### src/include/lstm_config.svh
/*
  Size settings for the LSTM cell engine.
  Included by the package and by any module that sizes arrays or constants.
*/
`ifndef LSTM_CONFIG_SVH
`define LSTM_CONFIG_SVH

////////////////////
// network shape
////////////////////

`define LSTM_NEURONS 8 // hidden neurons per step

////////////////////
// number format
////////////////////

// signed Q4.4 everywhere
`define LSTM_DATA_WIDTH 8
`define LSTM_FRAC_BITS 4

////////////////////
// input word memory
////////////////////

`define LSTM_X_DEPTH 128
`define LSTM_ADDR_WIDTH 7 // log2 of the x depth

`endif

### src/logic/lstm_pkg.sv
/*
  Shared types of the LSTM cell engine.
  Modules import it inside their body and use scoped names in port lists.
*/
`default_nettype none

package lstm_pkg;

  `include "lstm_config.svh"

  typedef logic signed [`LSTM_DATA_WIDTH-1:0] data_t; // Q4.4
  typedef logic [$clog2(`LSTM_NEURONS)-1:0] neuron_idx_t;
  typedef logic [`LSTM_ADDR_WIDTH-1:0] step_addr_t; // x address, doubles as step tag

  // diagonal weights of one gate
  typedef struct packed {
    data_t wx;
    data_t uh;
    data_t bias;
  } gate_weights_t;

  typedef struct packed {
    gate_weights_t gate_i;
    gate_weights_t gate_f;
    gate_weights_t gate_o;
    gate_weights_t gate_g; // candidate
  } neuron_params_t;

  ////////////////////
  // load ports
  ////////////////////

  typedef struct packed {
    logic       en;
    step_addr_t addr;
    data_t      data;
  } x_write_t;

  typedef struct packed {
    logic           en;
    neuron_idx_t    neuron;
    neuron_params_t params;
  } param_write_t;

  ////////////////////
  // pipeline bundles
  ////////////////////

  typedef struct packed {
    neuron_idx_t    neuron;
    step_addr_t     step;
    data_t          x;
    neuron_params_t params;
    data_t          c_prev;
    data_t          h_prev;
  } neuron_req_t;

  typedef struct packed {
    neuron_idx_t neuron;
    step_addr_t  step;
    data_t       c_new;
    data_t       h;
  } neuron_result_t;

  typedef struct packed {
    step_addr_t  step;
    neuron_idx_t neuron;
    data_t       h;
  } h_out_t;

endpackage

`default_nettype wire

### src/logic/sync_ram.sv
/*
  Single-port style synchronous RAM, separate write and read address.
  Read data appears one cycle after the read address.
*/
`timescale 1ns/1ps
`default_nettype none

module sync_ram #(
  parameter type payload_t = logic [7:0],
  parameter int  DEPTH     = 16
) (
  input  wire                      clk,
  input  logic                     we,
  input  logic [$clog2(DEPTH)-1:0] waddr,
  input  payload_t                 wdata,
  input  logic [$clog2(DEPTH)-1:0] raddr,
  output payload_t                 rdata
);

  payload_t mem [DEPTH];

  always_ff @(posedge clk) begin
    if (we) begin
      mem[waddr] <= wdata;
    end
  end

  // registered read, old data on a same-address write
  always_ff @(posedge clk) begin
    rdata <= mem[raddr];
  end

endmodule

`default_nettype wire

### src/logic/step_sequencer.sv
/*
  Walks the x memory from start_addr to end_addr and issues every neuron once per step.
  A step closes only after all its results are back, so the state reads never race.
*/
`timescale 1ns/1ps
`default_nettype none
`include "lstm_config.svh"

module step_sequencer (
  input  wire                     clk,
  input  wire                     arst_n,
  input  logic                    start,
  input  lstm_pkg::step_addr_t    start_addr,
  input  lstm_pkg::step_addr_t    end_addr,
  output lstm_pkg::step_addr_t    x_addr,
  output lstm_pkg::neuron_idx_t   param_addr,
  input  lstm_pkg::data_t         x,
  input  lstm_pkg::neuron_params_t params,
  input  lstm_pkg::data_t         c_prev,
  input  lstm_pkg::data_t         h_prev,
  output logic                    req_valid,
  input  logic                    req_ready,
  output lstm_pkg::neuron_req_t   req,
  input  logic                    res_accept,
  output logic                    clear,
  output logic                    step_done,
  output logic                    done,
  output logic                    busy
);

  import lstm_pkg::*;

  localparam neuron_idx_t LAST_NEURON = neuron_idx_t'(`LSTM_NEURONS - 1);

  typedef enum logic {
    ST_IDLE,
    ST_STEP
  } state_t;

  state_t      state;
  step_addr_t  step_addr;
  neuron_idx_t issue_idx;
  neuron_idx_t res_cnt;
  logic        all_issued;
  logic        rd_wait; // ram output not yet valid for the new index

  assign busy       = (state == ST_STEP);
  assign clear      = start & ~busy;
  assign x_addr     = step_addr;
  assign param_addr = issue_idx;
  assign req_valid  = busy & ~all_issued & ~rd_wait;

  assign req = '{neuron: issue_idx, step: step_addr, x: x, params: params,
                 c_prev: c_prev, h_prev: h_prev};

  always_ff @(posedge clk or negedge arst_n) begin
    if (!arst_n) begin
      state      <= ST_IDLE;
      step_addr  <= '0;
      issue_idx  <= '0;
      res_cnt    <= '0;
      all_issued <= 1'b0;
      rd_wait    <= 1'b0;
      step_done  <= 1'b0;
      done       <= 1'b0;
    end else begin
      step_done <= 1'b0;
      case (state)
        ST_IDLE: begin
          if (start) begin
            state      <= ST_STEP;
            step_addr  <= start_addr;
            issue_idx  <= '0;
            res_cnt    <= '0;
            all_issued <= 1'b0;
            rd_wait    <= 1'b1;
            done       <= 1'b0;
          end
        end
        ST_STEP: begin
          rd_wait <= 1'b0;
          if (req_valid && req_ready) begin
            if (issue_idx == LAST_NEURON) begin
              all_issued <= 1'b1;
            end else begin
              issue_idx <= issue_idx + 1'b1;
              rd_wait   <= 1'b1;
            end
          end
          if (res_accept) begin
            if (res_cnt == LAST_NEURON) begin // step fully drained
              step_done <= 1'b1;
              res_cnt   <= '0;
              if (step_addr == end_addr) begin
                done  <= 1'b1;
                state <= ST_IDLE;
              end else begin
                step_addr  <= step_addr + 1'b1;
                issue_idx  <= '0;
                all_issued <= 1'b0;
                rd_wait    <= 1'b1;
              end
            end else begin
              res_cnt <= res_cnt + 1'b1;
            end
          end
        end
        default: state <= ST_IDLE;
      endcase
    end
  end

  a_start_range: assert property (@(posedge clk) disable iff (!arst_n)
    (start && !busy) |-> (start_addr <= end_addr));

  a_req_hold: assert property (@(posedge clk) disable iff (!arst_n)
    (req_valid && !req_ready) |=> (req_valid && $stable(req)));

endmodule

`default_nettype wire

### src/logic/state_file.sv
/*
  Cell and hidden state per neuron, carried from one step to the next.
  Combinational read by neuron index, write on each accepted result.
*/
`timescale 1ns/1ps
`default_nettype none
`include "lstm_config.svh"

module state_file (
  input  wire                       clk,
  input  wire                       arst_n,
  input  logic                      clear,
  input  lstm_pkg::neuron_idx_t     rd_neuron,
  output lstm_pkg::data_t           c_prev,
  output lstm_pkg::data_t           h_prev,
  input  logic                      wr_en,
  input  lstm_pkg::neuron_result_t  wr
);

  import lstm_pkg::*;

  data_t c_mem [`LSTM_NEURONS];
  data_t h_mem [`LSTM_NEURONS];

  assign c_prev = c_mem[rd_neuron];
  assign h_prev = h_mem[rd_neuron];

  always_ff @(posedge clk or negedge arst_n) begin
    if (!arst_n) begin
      c_mem <= '{default: '0};
      h_mem <= '{default: '0};
    end else if (clear) begin // fresh sequence starts from zero state
      c_mem <= '{default: '0};
      h_mem <= '{default: '0};
    end else if (wr_en) begin
      c_mem[wr.neuron] <= wr.c_new;
      h_mem[wr.neuron] <= wr.h;
    end
  end

endmodule

`default_nettype wire

### src/logic/gate_datapath.sv
/*
  Three-stage LSTM cell pipeline: pre-activations, gates and cell update, then h.
  Each stage holds while the next one is full and stalled; three results in flight.
*/
`timescale 1ns/1ps
`default_nettype none
`include "lstm_config.svh"

module gate_datapath (
  input  wire                       clk,
  input  wire                       arst_n,
  input  logic                      req_valid,
  output logic                      req_ready,
  input  lstm_pkg::neuron_req_t     req,
  output logic                      res_valid,
  input  logic                      res_ready,
  output lstm_pkg::neuron_result_t  res
);

  import lstm_pkg::*;

  typedef logic signed [2*`LSTM_DATA_WIDTH-1:0] wide_t;

  localparam wide_t D_MAX = wide_t'(2**(`LSTM_DATA_WIDTH-1) - 1);
  localparam wide_t D_MIN = -D_MAX - wide_t'(1);
  localparam wide_t ONE   = wide_t'(1 << `LSTM_FRAC_BITS); // 1.0
  localparam wide_t HALF  = ONE >>> 1;

  ////////////////////
  // fixed point helpers
  ////////////////////

  function automatic data_t saturate(wide_t v);
    if (v > D_MAX) return data_t'(D_MAX);
    if (v < D_MIN) return data_t'(D_MIN);
    return data_t'(v);
  endfunction

  function automatic data_t sat_mul(data_t a, data_t b);
    wide_t prod;
    prod = wide_t'(a) * wide_t'(b);
    prod = prod >>> `LSTM_FRAC_BITS; // back to Q4.4
    return saturate(prod);
  endfunction

  function automatic data_t hard_sigmoid(data_t v);
    wide_t t;
    t = (wide_t'(v) >>> 2) + HALF;
    if (t < 0) return '0;
    if (t > ONE) return data_t'(ONE);
    return data_t'(t);
  endfunction

  function automatic data_t hard_tanh(data_t v);
    if (wide_t'(v) > ONE) return data_t'(ONE);
    if (wide_t'(v) < -ONE) return data_t'(-ONE);
    return v;
  endfunction

  function automatic data_t preact(gate_weights_t w, data_t x, data_t h);
    wide_t sum;
    sum = wide_t'(sat_mul(w.wx, x)) + wide_t'(sat_mul(w.uh, h)) + wide_t'(w.bias);
    return saturate(sum);
  endfunction

  ////////////////////
  // stage registers
  ////////////////////

  typedef struct packed {
    neuron_idx_t neuron;
    step_addr_t  step;
    data_t       c_prev;
    data_t       pre_i;
    data_t       pre_f;
    data_t       pre_o;
    data_t       pre_g;
  } s1_t;

  typedef struct packed {
    neuron_idx_t neuron;
    step_addr_t  step;
    data_t       c_new;
    data_t       o;
  } s2_t;

  s1_t            s1;
  s2_t            s2;
  neuron_result_t s3;
  logic           v1, v2, v3;
  logic           adv1, adv2, adv3;
  data_t          g_i, g_f, g_o, g_g;
  data_t          c_new;

  // a stage moves when empty or when the one after it moves
  assign adv3      = ~v3 | res_ready;
  assign adv2      = ~v2 | adv3;
  assign adv1      = ~v1 | adv2;
  assign req_ready = adv1;
  assign res_valid = v3;
  assign res       = s3;

  assign g_i   = hard_sigmoid(s1.pre_i);
  assign g_f   = hard_sigmoid(s1.pre_f);
  assign g_o   = hard_sigmoid(s1.pre_o);
  assign g_g   = hard_tanh(s1.pre_g);
  assign c_new = saturate(wide_t'(sat_mul(g_f, s1.c_prev)) + wide_t'(sat_mul(g_i, g_g)));

  always_ff @(posedge clk or negedge arst_n) begin
    if (!arst_n) begin
      v1 <= 1'b0;
      v2 <= 1'b0;
      v3 <= 1'b0;
    end else begin
      if (adv1) v1 <= req_valid;
      if (adv2) v2 <= v1;
      if (adv3) v3 <= v2;
    end
  end

  always_ff @(posedge clk) begin
    if (adv1) begin
      s1.neuron <= req.neuron;
      s1.step   <= req.step;
      s1.c_prev <= req.c_prev;
      s1.pre_i  <= preact(req.params.gate_i, req.x, req.h_prev);
      s1.pre_f  <= preact(req.params.gate_f, req.x, req.h_prev);
      s1.pre_o  <= preact(req.params.gate_o, req.x, req.h_prev);
      s1.pre_g  <= preact(req.params.gate_g, req.x, req.h_prev);
    end
    if (adv2) begin
      s2 <= '{neuron: s1.neuron, step: s1.step, c_new: c_new, o: g_o};
    end
    if (adv3) begin
      s3.neuron <= s2.neuron;
      s3.step   <= s2.step;
      s3.c_new  <= s2.c_new;
      s3.h      <= sat_mul(s2.o, hard_tanh(s2.c_new));
    end
  end

  a_res_hold: assert property (@(posedge clk) disable iff (!arst_n)
    (res_valid && !res_ready) |=> (res_valid && $stable(res)));

endmodule

`default_nettype wire

### src/logic/lstm_top.sv
/*
  LSTM cell engine top: x and parameter RAMs, sequencer, state file and gate pipeline.
  Load the RAMs while idle, pulse start, then collect h on the output stream.
*/
`timescale 1ns/1ps
`default_nettype none
`include "lstm_config.svh"

module lstm_top (
  input  wire                     clk,
  input  wire                     arst_n,
  input  logic                    start,
  input  lstm_pkg::step_addr_t    start_addr,
  input  lstm_pkg::step_addr_t    end_addr,
  input  lstm_pkg::x_write_t      x_wr,
  input  lstm_pkg::param_write_t  param_wr,
  output logic                    h_out_valid,
  input  logic                    h_out_ready,
  output lstm_pkg::h_out_t        h_out,
  output logic                    step_done,
  output logic                    done,
  output logic                    busy
);

  import lstm_pkg::*;

  step_addr_t     x_addr;
  neuron_idx_t    param_addr;
  data_t          x_word;
  neuron_params_t params;
  data_t          c_prev;
  data_t          h_prev;
  logic           req_valid;
  logic           req_ready;
  neuron_req_t    req;
  logic           res_valid;
  neuron_result_t res;
  logic           res_accept;
  logic           clear;

  assign res_accept  = res_valid & h_out_ready;
  assign h_out_valid = res_valid;
  assign h_out       = '{step: res.step, neuron: res.neuron, h: res.h};

  sync_ram #(.payload_t(data_t), .DEPTH(`LSTM_X_DEPTH)) x_ram_i (
    .clk(clk), .we(x_wr.en), .waddr(x_wr.addr), .wdata(x_wr.data),
    .raddr(x_addr), .rdata(x_word)
  );

  sync_ram #(.payload_t(neuron_params_t), .DEPTH(`LSTM_NEURONS)) param_ram_i (
    .clk(clk), .we(param_wr.en), .waddr(param_wr.neuron), .wdata(param_wr.params),
    .raddr(param_addr), .rdata(params)
  );

  step_sequencer step_sequencer_i (
    .clk(clk), .arst_n(arst_n), .start(start), .start_addr(start_addr),
    .end_addr(end_addr), .x_addr(x_addr), .param_addr(param_addr), .x(x_word),
    .params(params), .c_prev(c_prev), .h_prev(h_prev), .req_valid(req_valid),
    .req_ready(req_ready), .req(req), .res_accept(res_accept), .clear(clear),
    .step_done(step_done), .done(done), .busy(busy)
  );

  state_file state_file_i (
    .clk(clk), .arst_n(arst_n), .clear(clear), .rd_neuron(param_addr),
    .c_prev(c_prev), .h_prev(h_prev), .wr_en(res_accept), .wr(res)
  );

  gate_datapath gate_datapath_i (
    .clk(clk), .arst_n(arst_n), .req_valid(req_valid), .req_ready(req_ready),
    .req(req), .res_valid(res_valid), .res_ready(h_out_ready), .res(res)
  );

  // ram contents must not change under a running sequence
  a_no_load_busy: assert property (@(posedge clk) disable iff (!arst_n)
    busy |-> !(x_wr.en || param_wr.en));

endmodule

`default_nettype wire

### config.mk
export PLATFORM = sky130hd
export DESIGN_NAME = lstm_top
export DESIGN_NICKNAME = d
export VERILOG_FILES = /design/src/logic/lstm_pkg.sv /design/src/logic/sync_ram.sv /design/src/logic/step_sequencer.sv /design/src/logic/state_file.sv /design/src/logic/gate_datapath.sv /design/src/logic/lstm_top.sv
export VERILOG_INCLUDE_DIRS = /design/src /design/src/include
export SDC_FILE = /design/constraint.sdc
export NUM_CORES = 2
export LEC_CHECK = 0
export BUFFER_PORTS_ARGS = -buffer_cell sky130_fd_sc_hd__buf_2
export CAP_MARGIN = 20
export CORE_MARGIN = 4
export CORE_UTILIZATION = 45
export CTS_CLUSTER_DIAMETER = 30
export CTS_CLUSTER_SIZE = 14
export DETAILED_ROUTE_END_ITERATION = 10
export GPL_TIMING_DRIVEN = 1
export PLACE_DENSITY_LB_ADDON = 0.2
export SLEW_MARGIN = 20
export SYNTH_ARGS = -nofsm -noshare
export SYNTH_HDL_FRONTEND = slang
export SYNTH_HIERARCHICAL = 1
export SYNTH_SLANG_ARGS = --single-unit
### constraint.sdc
create_clock -name clk -period 21.1 [get_ports clk]
set_clock_uncertainty 0.2 [all_clocks]
set_input_delay 0 -clock clk [delete_from_list [all_inputs] [get_ports clk]]
set_output_delay 0 -clock clk [all_outputs]
set_load 0.005 [all_outputs]
Yosys cells after proc, flatten, opt, wreduce, memory -nomap -nowiden:

Memory sizes are Yosys's and may differ from the RTL's. A register that Yosys moved wholly into a read port is not among the register bits.
Index checks and enable logic that the tools add are counted.

* equal/unequal tests: 8
* muxes and demuxes: 243
* reduce and logical (&&, ||, !) cells: 6
* multiply operators: 11
* magnitude comparators: 45
* bitwise operators: 15
* $add $sub $neg: 15

Operators with widths (count)
* 2-to-1 mux 8 bit: 98
* 2-to-1 mux 64 bit: 4
* multiplier 8 x 8 -> 16 bit: 11
* > comparator 12 x 8 -> 1 bit, second input constant: 11
* < comparator 12 x 8 -> 1 bit, second input constant: 11
* bitwise mux 64 bit: 2
* 2-to-1 mux 1 bit: 117
* > comparator 16 x 8 -> 1 bit, second input constant: 5
* < comparator 16 x 8 -> 1 bit, second input constant: 5
* binary-select mux 8 bit (select 3 bit): 2
* adder 8 x 8 -> 9 bit: 5
* adder 9 x 8 -> 10 bit: 4
* 2-to-1 mux 7 bit: 4
* demux 8 bit (select 3 bit): 1
* 2-to-1 mux 3 bit: 8
* adder 6 x 5 -> 7 bit, second input constant: 3
* > comparator 7 x 6 -> 1 bit, second input constant: 3
* < comparator 7 x 1 -> 1 bit, second input constant: 3
* > comparator 8 x 6 -> 1 bit, second input constant: 2
* < comparator 8 x 5 -> 1 bit, second input constant: 2
* case mux 7 bit (2 select lines): 1
* case mux 3 bit (2 select lines): 2
* inequality test 2 bit, second input constant: 5
* >= comparator 4 bit, second input constant: 2
* 14 further kinds: 32

* memories kept: 2
* flip-flop bits (word level): 251
* bits in writable memories: 1792
* output and inout port bits: 22
* logic and storage cells: 387

Memories
* x_ram_i.mem: depth 128, width 8, read ports 1, clocked after Yosys merged registers in 1, wr ports 1, line sync_ram.sv:20 `payload_t mem [DEPTH];`
* param_ram_i.mem: depth 8, width 96, read ports 1, clocked after Yosys merged registers in 1, wr ports 1, line sync_ram.sv:20

Depth between registers and ports, before layout:

* depth in word-level cells: 22
* gate-level depth with buffers: 36

By module:

The synthesis kept the hierarchy.

By module, submodules not included
* sync_ram at x_ram_i: sequential area each 30909.6 sq um, cells an instance 1635, area an instance 39665.5 sq um, instances 1
* gate_datapath: sequential area each 2927.8 sq um, cells an instance 3515, area an instance 32399.8 sq um, instances 1
* sync_ram at param_ram_i: sequential area each 24984.0 sq um, cells an instance 1219, area an instance 30805.8 sq um, instances 1
* state_file: sequential area each 3203.1 sq um, cells an instance 646, area an instance 6391.1 sq um, instances 1
* step_sequencer: sequential area each 450.4 sq um, cells an instance 231, area an instance 2050.7 sq um, instances 1
* lstm_top: sequential area each 0.0 sq um, cells an instance 1, area an instance 6.3 sq um, instances 1

Worst setup path after synthesis:

Ideal clock, no wire load.

* kind: register to register
* start: register step_sequencer_i.issue_idx[0], in the netlist step_sequencer_i/param_addr[0]
* end: register gate_datapath_i/s1[18] (netlist name), data pin
* data arrival time: 8.066 ns
* slack: 12.580 ns
* data required time: 20.646 ns
* period minus slack after synthesis: 8.520 ns
* stages on the path, launching flop included: 35
* cells stage by stage: dfrtp_1 > buf_6 > buf_6 > mux4_1 > mux2_2 > buf_4 > clkbuf_1 > clkbuf_1 > and2_1 > ha_1 > fa_1 > ha_1 > inv_1 > fa_1 > inv_1 > ha_1 > fa_1 > a211oi_2 > o21bai_1 > a2111oi_4 > or3_1 > a21oi_1 > o21ai_2 > a21oi_1 > fa_1 > inv_1 > ha_1 > fa_1 > a21o_1 > a21oi_1 > nor2_1 > o31ai_1 > a31o_2 > o21ai_0 > a21o_1

* longest elaborated chain between the ends: 20
* elaborated cells on any way between the ends: 28

RTL lines
* start: declaration: line step_sequencer.sv:42 `neuron_idx_t issue_idx;`
* start signal: assignment: line step_sequencer.sv:86 `issue_idx <= issue_idx + 1'b1;`
* NOT 3 -> 4 bit (implied by the code) *: line state_file.sv:26 `assign h_prev = h_mem[rd_neuron];`
* binary-select mux 8 bit (select 3 bit) *: line state_file.sv:26
* 2-to-1 mux 8 bit (implied by the code) * (2 in series): line state_file.sv:26
* net h_prev[1]: line lstm_top.sv:32 `data_t h_prev;`
* multiplier 8 x 8 -> 16 bit *: line gate_datapath.sv:41 `prod = wide_t'(a) * wide_t'(b);`
* < comparator 12 x 8 -> 1 bit: line gate_datapath.sv:35 `if (v < D_MIN) return data_t'(D_MIN);`
* 2-to-1 mux 1 bit (2 in series): line gate_datapath.sv:35
* 2-to-1 mux 1 bit: line gate_datapath.sv:122 `if (adv1) begin`
* (+2 left out)
* 2-to-1 mux 8 bit *: line gate_datapath.sv:122
* adder 8 x 8 -> 9 bit *: line gate_datapath.sv:62 `sum = wide_t'(sat_mul(w.wx, x)) + wide_t'(sat_mul(w.uh, h)) + wide_t'(w.bias);`
* adder 9 x 8 -> 10 bit *: line gate_datapath.sv:62
* < comparator 16 x 8 -> 1 bit: line gate_datapath.sv:35
* 2-to-1 mux 1 bit (2 in series): line gate_datapath.sv:35
* 2-to-1 mux 1 bit: line gate_datapath.sv:122
* 2-to-1 mux 8 bit: line gate_datapath.sv:36 `return data_t'(v);`
* 2-to-1 mux 8 bit *: line gate_datapath.sv:35
* end: declaration: line gate_datapath.sv:87 `s1_t s1;`

The timed path passes the listed nets; every way through them passes the cells marked *. The select of a mux whose other input is x is not followed.
A chain may end at the register's enable or synchronous reset.

Worst setup path in the final report:

* start: register step_sequencer_i.issue_idx[0], in the netlist step_sequencer_i/param_addr[0]
* end: register gate_datapath_i/s1[26] (netlist name), data pin

Same word-level chain as after synthesis.

==> results.md <==
- Status: completed
- Final setup vio count: 0
- Starting Density: 0.453
- GP Congestion: 0.816
- Startpoint types: flop
- Layout cell share with drive strength beyond 1: 0.208
- Mean post-synth cell area: 15.4 sq um
- Final net count: 8887
- Achievable frequency: 0.0978 GHz
- CTS tree: built
- Layout area overhead: 18.9%
- Yosys cell types: 105
- Antenna-violating nets left: 0
- Relative slew slack: 0.217
- Fin crit period: 10220 ps
- Clk sinks: 2140
- # placed instances: 10300
- Initial DRC Count: 5377
- Largest net degree at the start of global routing: 99
- Non-filler instance count after layout: 11400
- GRT overflow: 0
- Top-Level Pins: 156
- Crit Path Class: flop to flop
- Clock latency on the worst-skew pair: 990 ps
- Post-CTS Setup Bufs: 0
- Async SR Flop Fraction: 0.0696
- RSZ-0062 raised after global routing: no
- Number of remaining DRC errors: 0
- First-pass GRT wire length: 400 mm
- Final TNS setup: 0 ps
- Number of synthesized flops with an enable pin: 1887
- Via count: 62600
- Clk slew on worst S/H paths: 50 ps
- Vias in the first global route: 65200
- Ratio of final minimum period to clock period: 0.484
- Post-synth top flop: edfxtp_1
- Fill cells: 19700
- Syn. warnings: 6
- Routed Wire Length: 260 mm
- #FFs+latches synth: 2140
- WL/cell: 22.9 um
- DIE AREA: 255000 sq um
- Worst Path Max Fanout: 29
- Critical-path top delay cell: dfrtp_4
- Crit end category: flop
- Final instance area: 132000 sq um
- Initial antenna violation count: 38
- Die Wd: 505 um
- Tot GR Track Use: 0.205
- Most frequent CP cell: fa_1
- Max H-tree Level: 5
- CTS max path bufs: 4
- Slew Viols, Final: 0
- Post-Syn Area: 111000 sq um
- Num CTS Buffers: 422
- Die height: 505 um
- Register area share after synthesis: 0.561
- Clk Tree Root Cell: clkbuf_16
- WP data required: 21550 ps
- Vias/cell: 5.50
- Max-cap violations: 0
- Rows: 182
- Syn Inst Count: 7247
- Hold Violations, Final: 0
- Hold crit path type: input port to flop
- Core Footprint: 246000 sq um
- CP top delay family: adder cells
- Pre-Repair DR Iteration Count: 6
- Area post-placement: 115000 sq um
- Dpl hpwl: 167 mm
- IO buf count: 155
- Max incr delay on CP: 760 ps
- Crit path DAT: 10670 ps
- Crit path buffers/inverters: 6
- Slew @ Worst Pin: 1170 ps
[synth_stat cells, types with 129 or more instances]
master	instances	area share
dfrtp_1	149	0.033
mux4_2	534	0.11
edfxtp_1	1887	0.51
clkbuf_1	146	0.0049
buf_4	166	0.011
inv_1	735	0.025
ha_1	380	0.043
nor2_1	272	0.0092
nand2_1	518	0.017
fa_1	568	0.10
and2_1	296	0.017
a21oi_1	259	0.012
xnor2_1	129	0.010
[per-layer routing]
layer / wire (um) / GRT usage / vias to the layer above
li1: - / - / 27600
met1: 113000 / 0.296 / 32600
met2: 120000 / 0.313 / 2000
met3: 20600 / 0.0479 / 420
met4: 6360 / 0.0578 / 18
met5: 107 / 0 / -
[registers in the layout (all words and copies together) (netlist names)]
name,cells
gate_datapath_i/res_valid,1
state_file_i/c_mem,64
gate_datapath_i/s1,44
param_ram_i/mem,768
x_ram_i/rdata,8
step_sequencer_i/x_addr,7
step_sequencer_i/busy,1
gate_datapath_i/v1,1
param_ram_i/rdata,96
state_file_i/h_mem,64
x_ram_i/mem,1024
step_sequencer_i/step_done,1
gate_datapath_i/v2,1
step_sequencer_i/param_addr,3
step_sequencer_i/all_issued,1
gate_datapath_i/res,26
step_sequencer_i/res_cnt,3
step_sequencer_i/rd_wait,1
gate_datapath_i/s2,25
step_sequencer_i/done,1
[worst reg2reg max path: cells and delay by family, from the launching register on]
family,cells,cell delay (ps)
AOI/OAI and AO/OA,9,1640
xor gates and xnor gates,1,290
adders and majority gates,8,3510
buffers and inverters,6,1410
DFF,1,760
muxes,2,900
and+or+nand+nor,5,1200
[placed cells by master (no fill, tap or decap), types with 83 or more instances in the layout]
cell,n
buf_4,88
edfxtp_1,1887
dlygate4sd3_1,271
o21ai_0,84
inv_1,735
mux2_2,123
a21oi_1,259
nand2_1,518
nand2b_1,83
fa_1,568
mux4_2,534
nor2_1,265
ha_1,380
xnor2_1,129
buf_2,146
and2_1,296
dfxtp_1,104
clkbuf_16,427
dfrtp_1,142
[what timing repair did]
item / 4_1_cts / 5_1_grt
hold endpoints to repair: 3672 / 0
resized for setup: 0 / 0
hold buffers: 280 / 0
[final cells by class]
type | count | area, sq um | share of cell area
repair buffers | 523 | 4430 | 0.0335
inverters | 738 | 2770 | 0.0209
multi-input cells | 3980 | 43800 | 0.331
flip-flops and latches | 2140 | 62500 | 0.472
well taps | 3220 | 4030 | 0.0304
clock buffers | 473 | 11000 | 0.0830
diodes | 10 | 25.0 | 0.000189
clock inverters | 303 | 3760 | 0.0284
[through the flow]
step                utilization  setup slack (ps)  hold slack, ps
global placement          0.466             11080            -142
global route              0.538             10290            84.8
finish                    0.538             10880            82.8
floorplan                     -             12580            -496
CTS                       0.538             10880            14.4
detailed placement        0.466             10970            -140
[cell families after synthesis]
| family | Yosys count | share of synthesized area |
|---|---|---|
| compound gates | 698 | 0.0419 |
| xor+xnor | 181 | 0.0144 |
| fa+ha+maj | 948 | 0.145 |
| buf+inv | 1141 | 0.0463 |
| flops | 2140 | 0.561 |
| mux | 689 | 0.127 |
| other cells | 2 | 0.0000675 |
| simple gates | 1448 | 0.0641 |
[worst paths after layout]
kind	startpoint	to	slack (ps)	cells after the start
setup / recovery	step_sequencer_i/param_addr[0]$_DFFE_PN0P_	gate_datapath_i/s1[26]$_SDFFCE_PN1P_	10880	31
hold / removal	h_out_ready	gate_datapath_i/res_valid$_DFFE_PN0P_	80	5
min in group asynchronous	arst_n	step_sequencer_i/res_cnt[2]$_DFFE_PN0P_	540	5
hold reg to reg	gate_datapath_i/s2[23]$_DFFE_PP_	gate_datapath_i/res[23]$_DFFE_PP_	210	0
setup reg to reg	step_sequencer_i/param_addr[0]$_DFFE_PN0P_	gate_datapath_i/s1[26]$_SDFFCE_PN1P_	10880	31
max in group asynchronous	arst_n	step_sequencer_i/param_addr[0]$_DFFE_PN0P_	19450	5
Power is left out: the tool's default activity adds up to more than one toggle a clock period on the data nets, which glitch-free logic cannot reach.
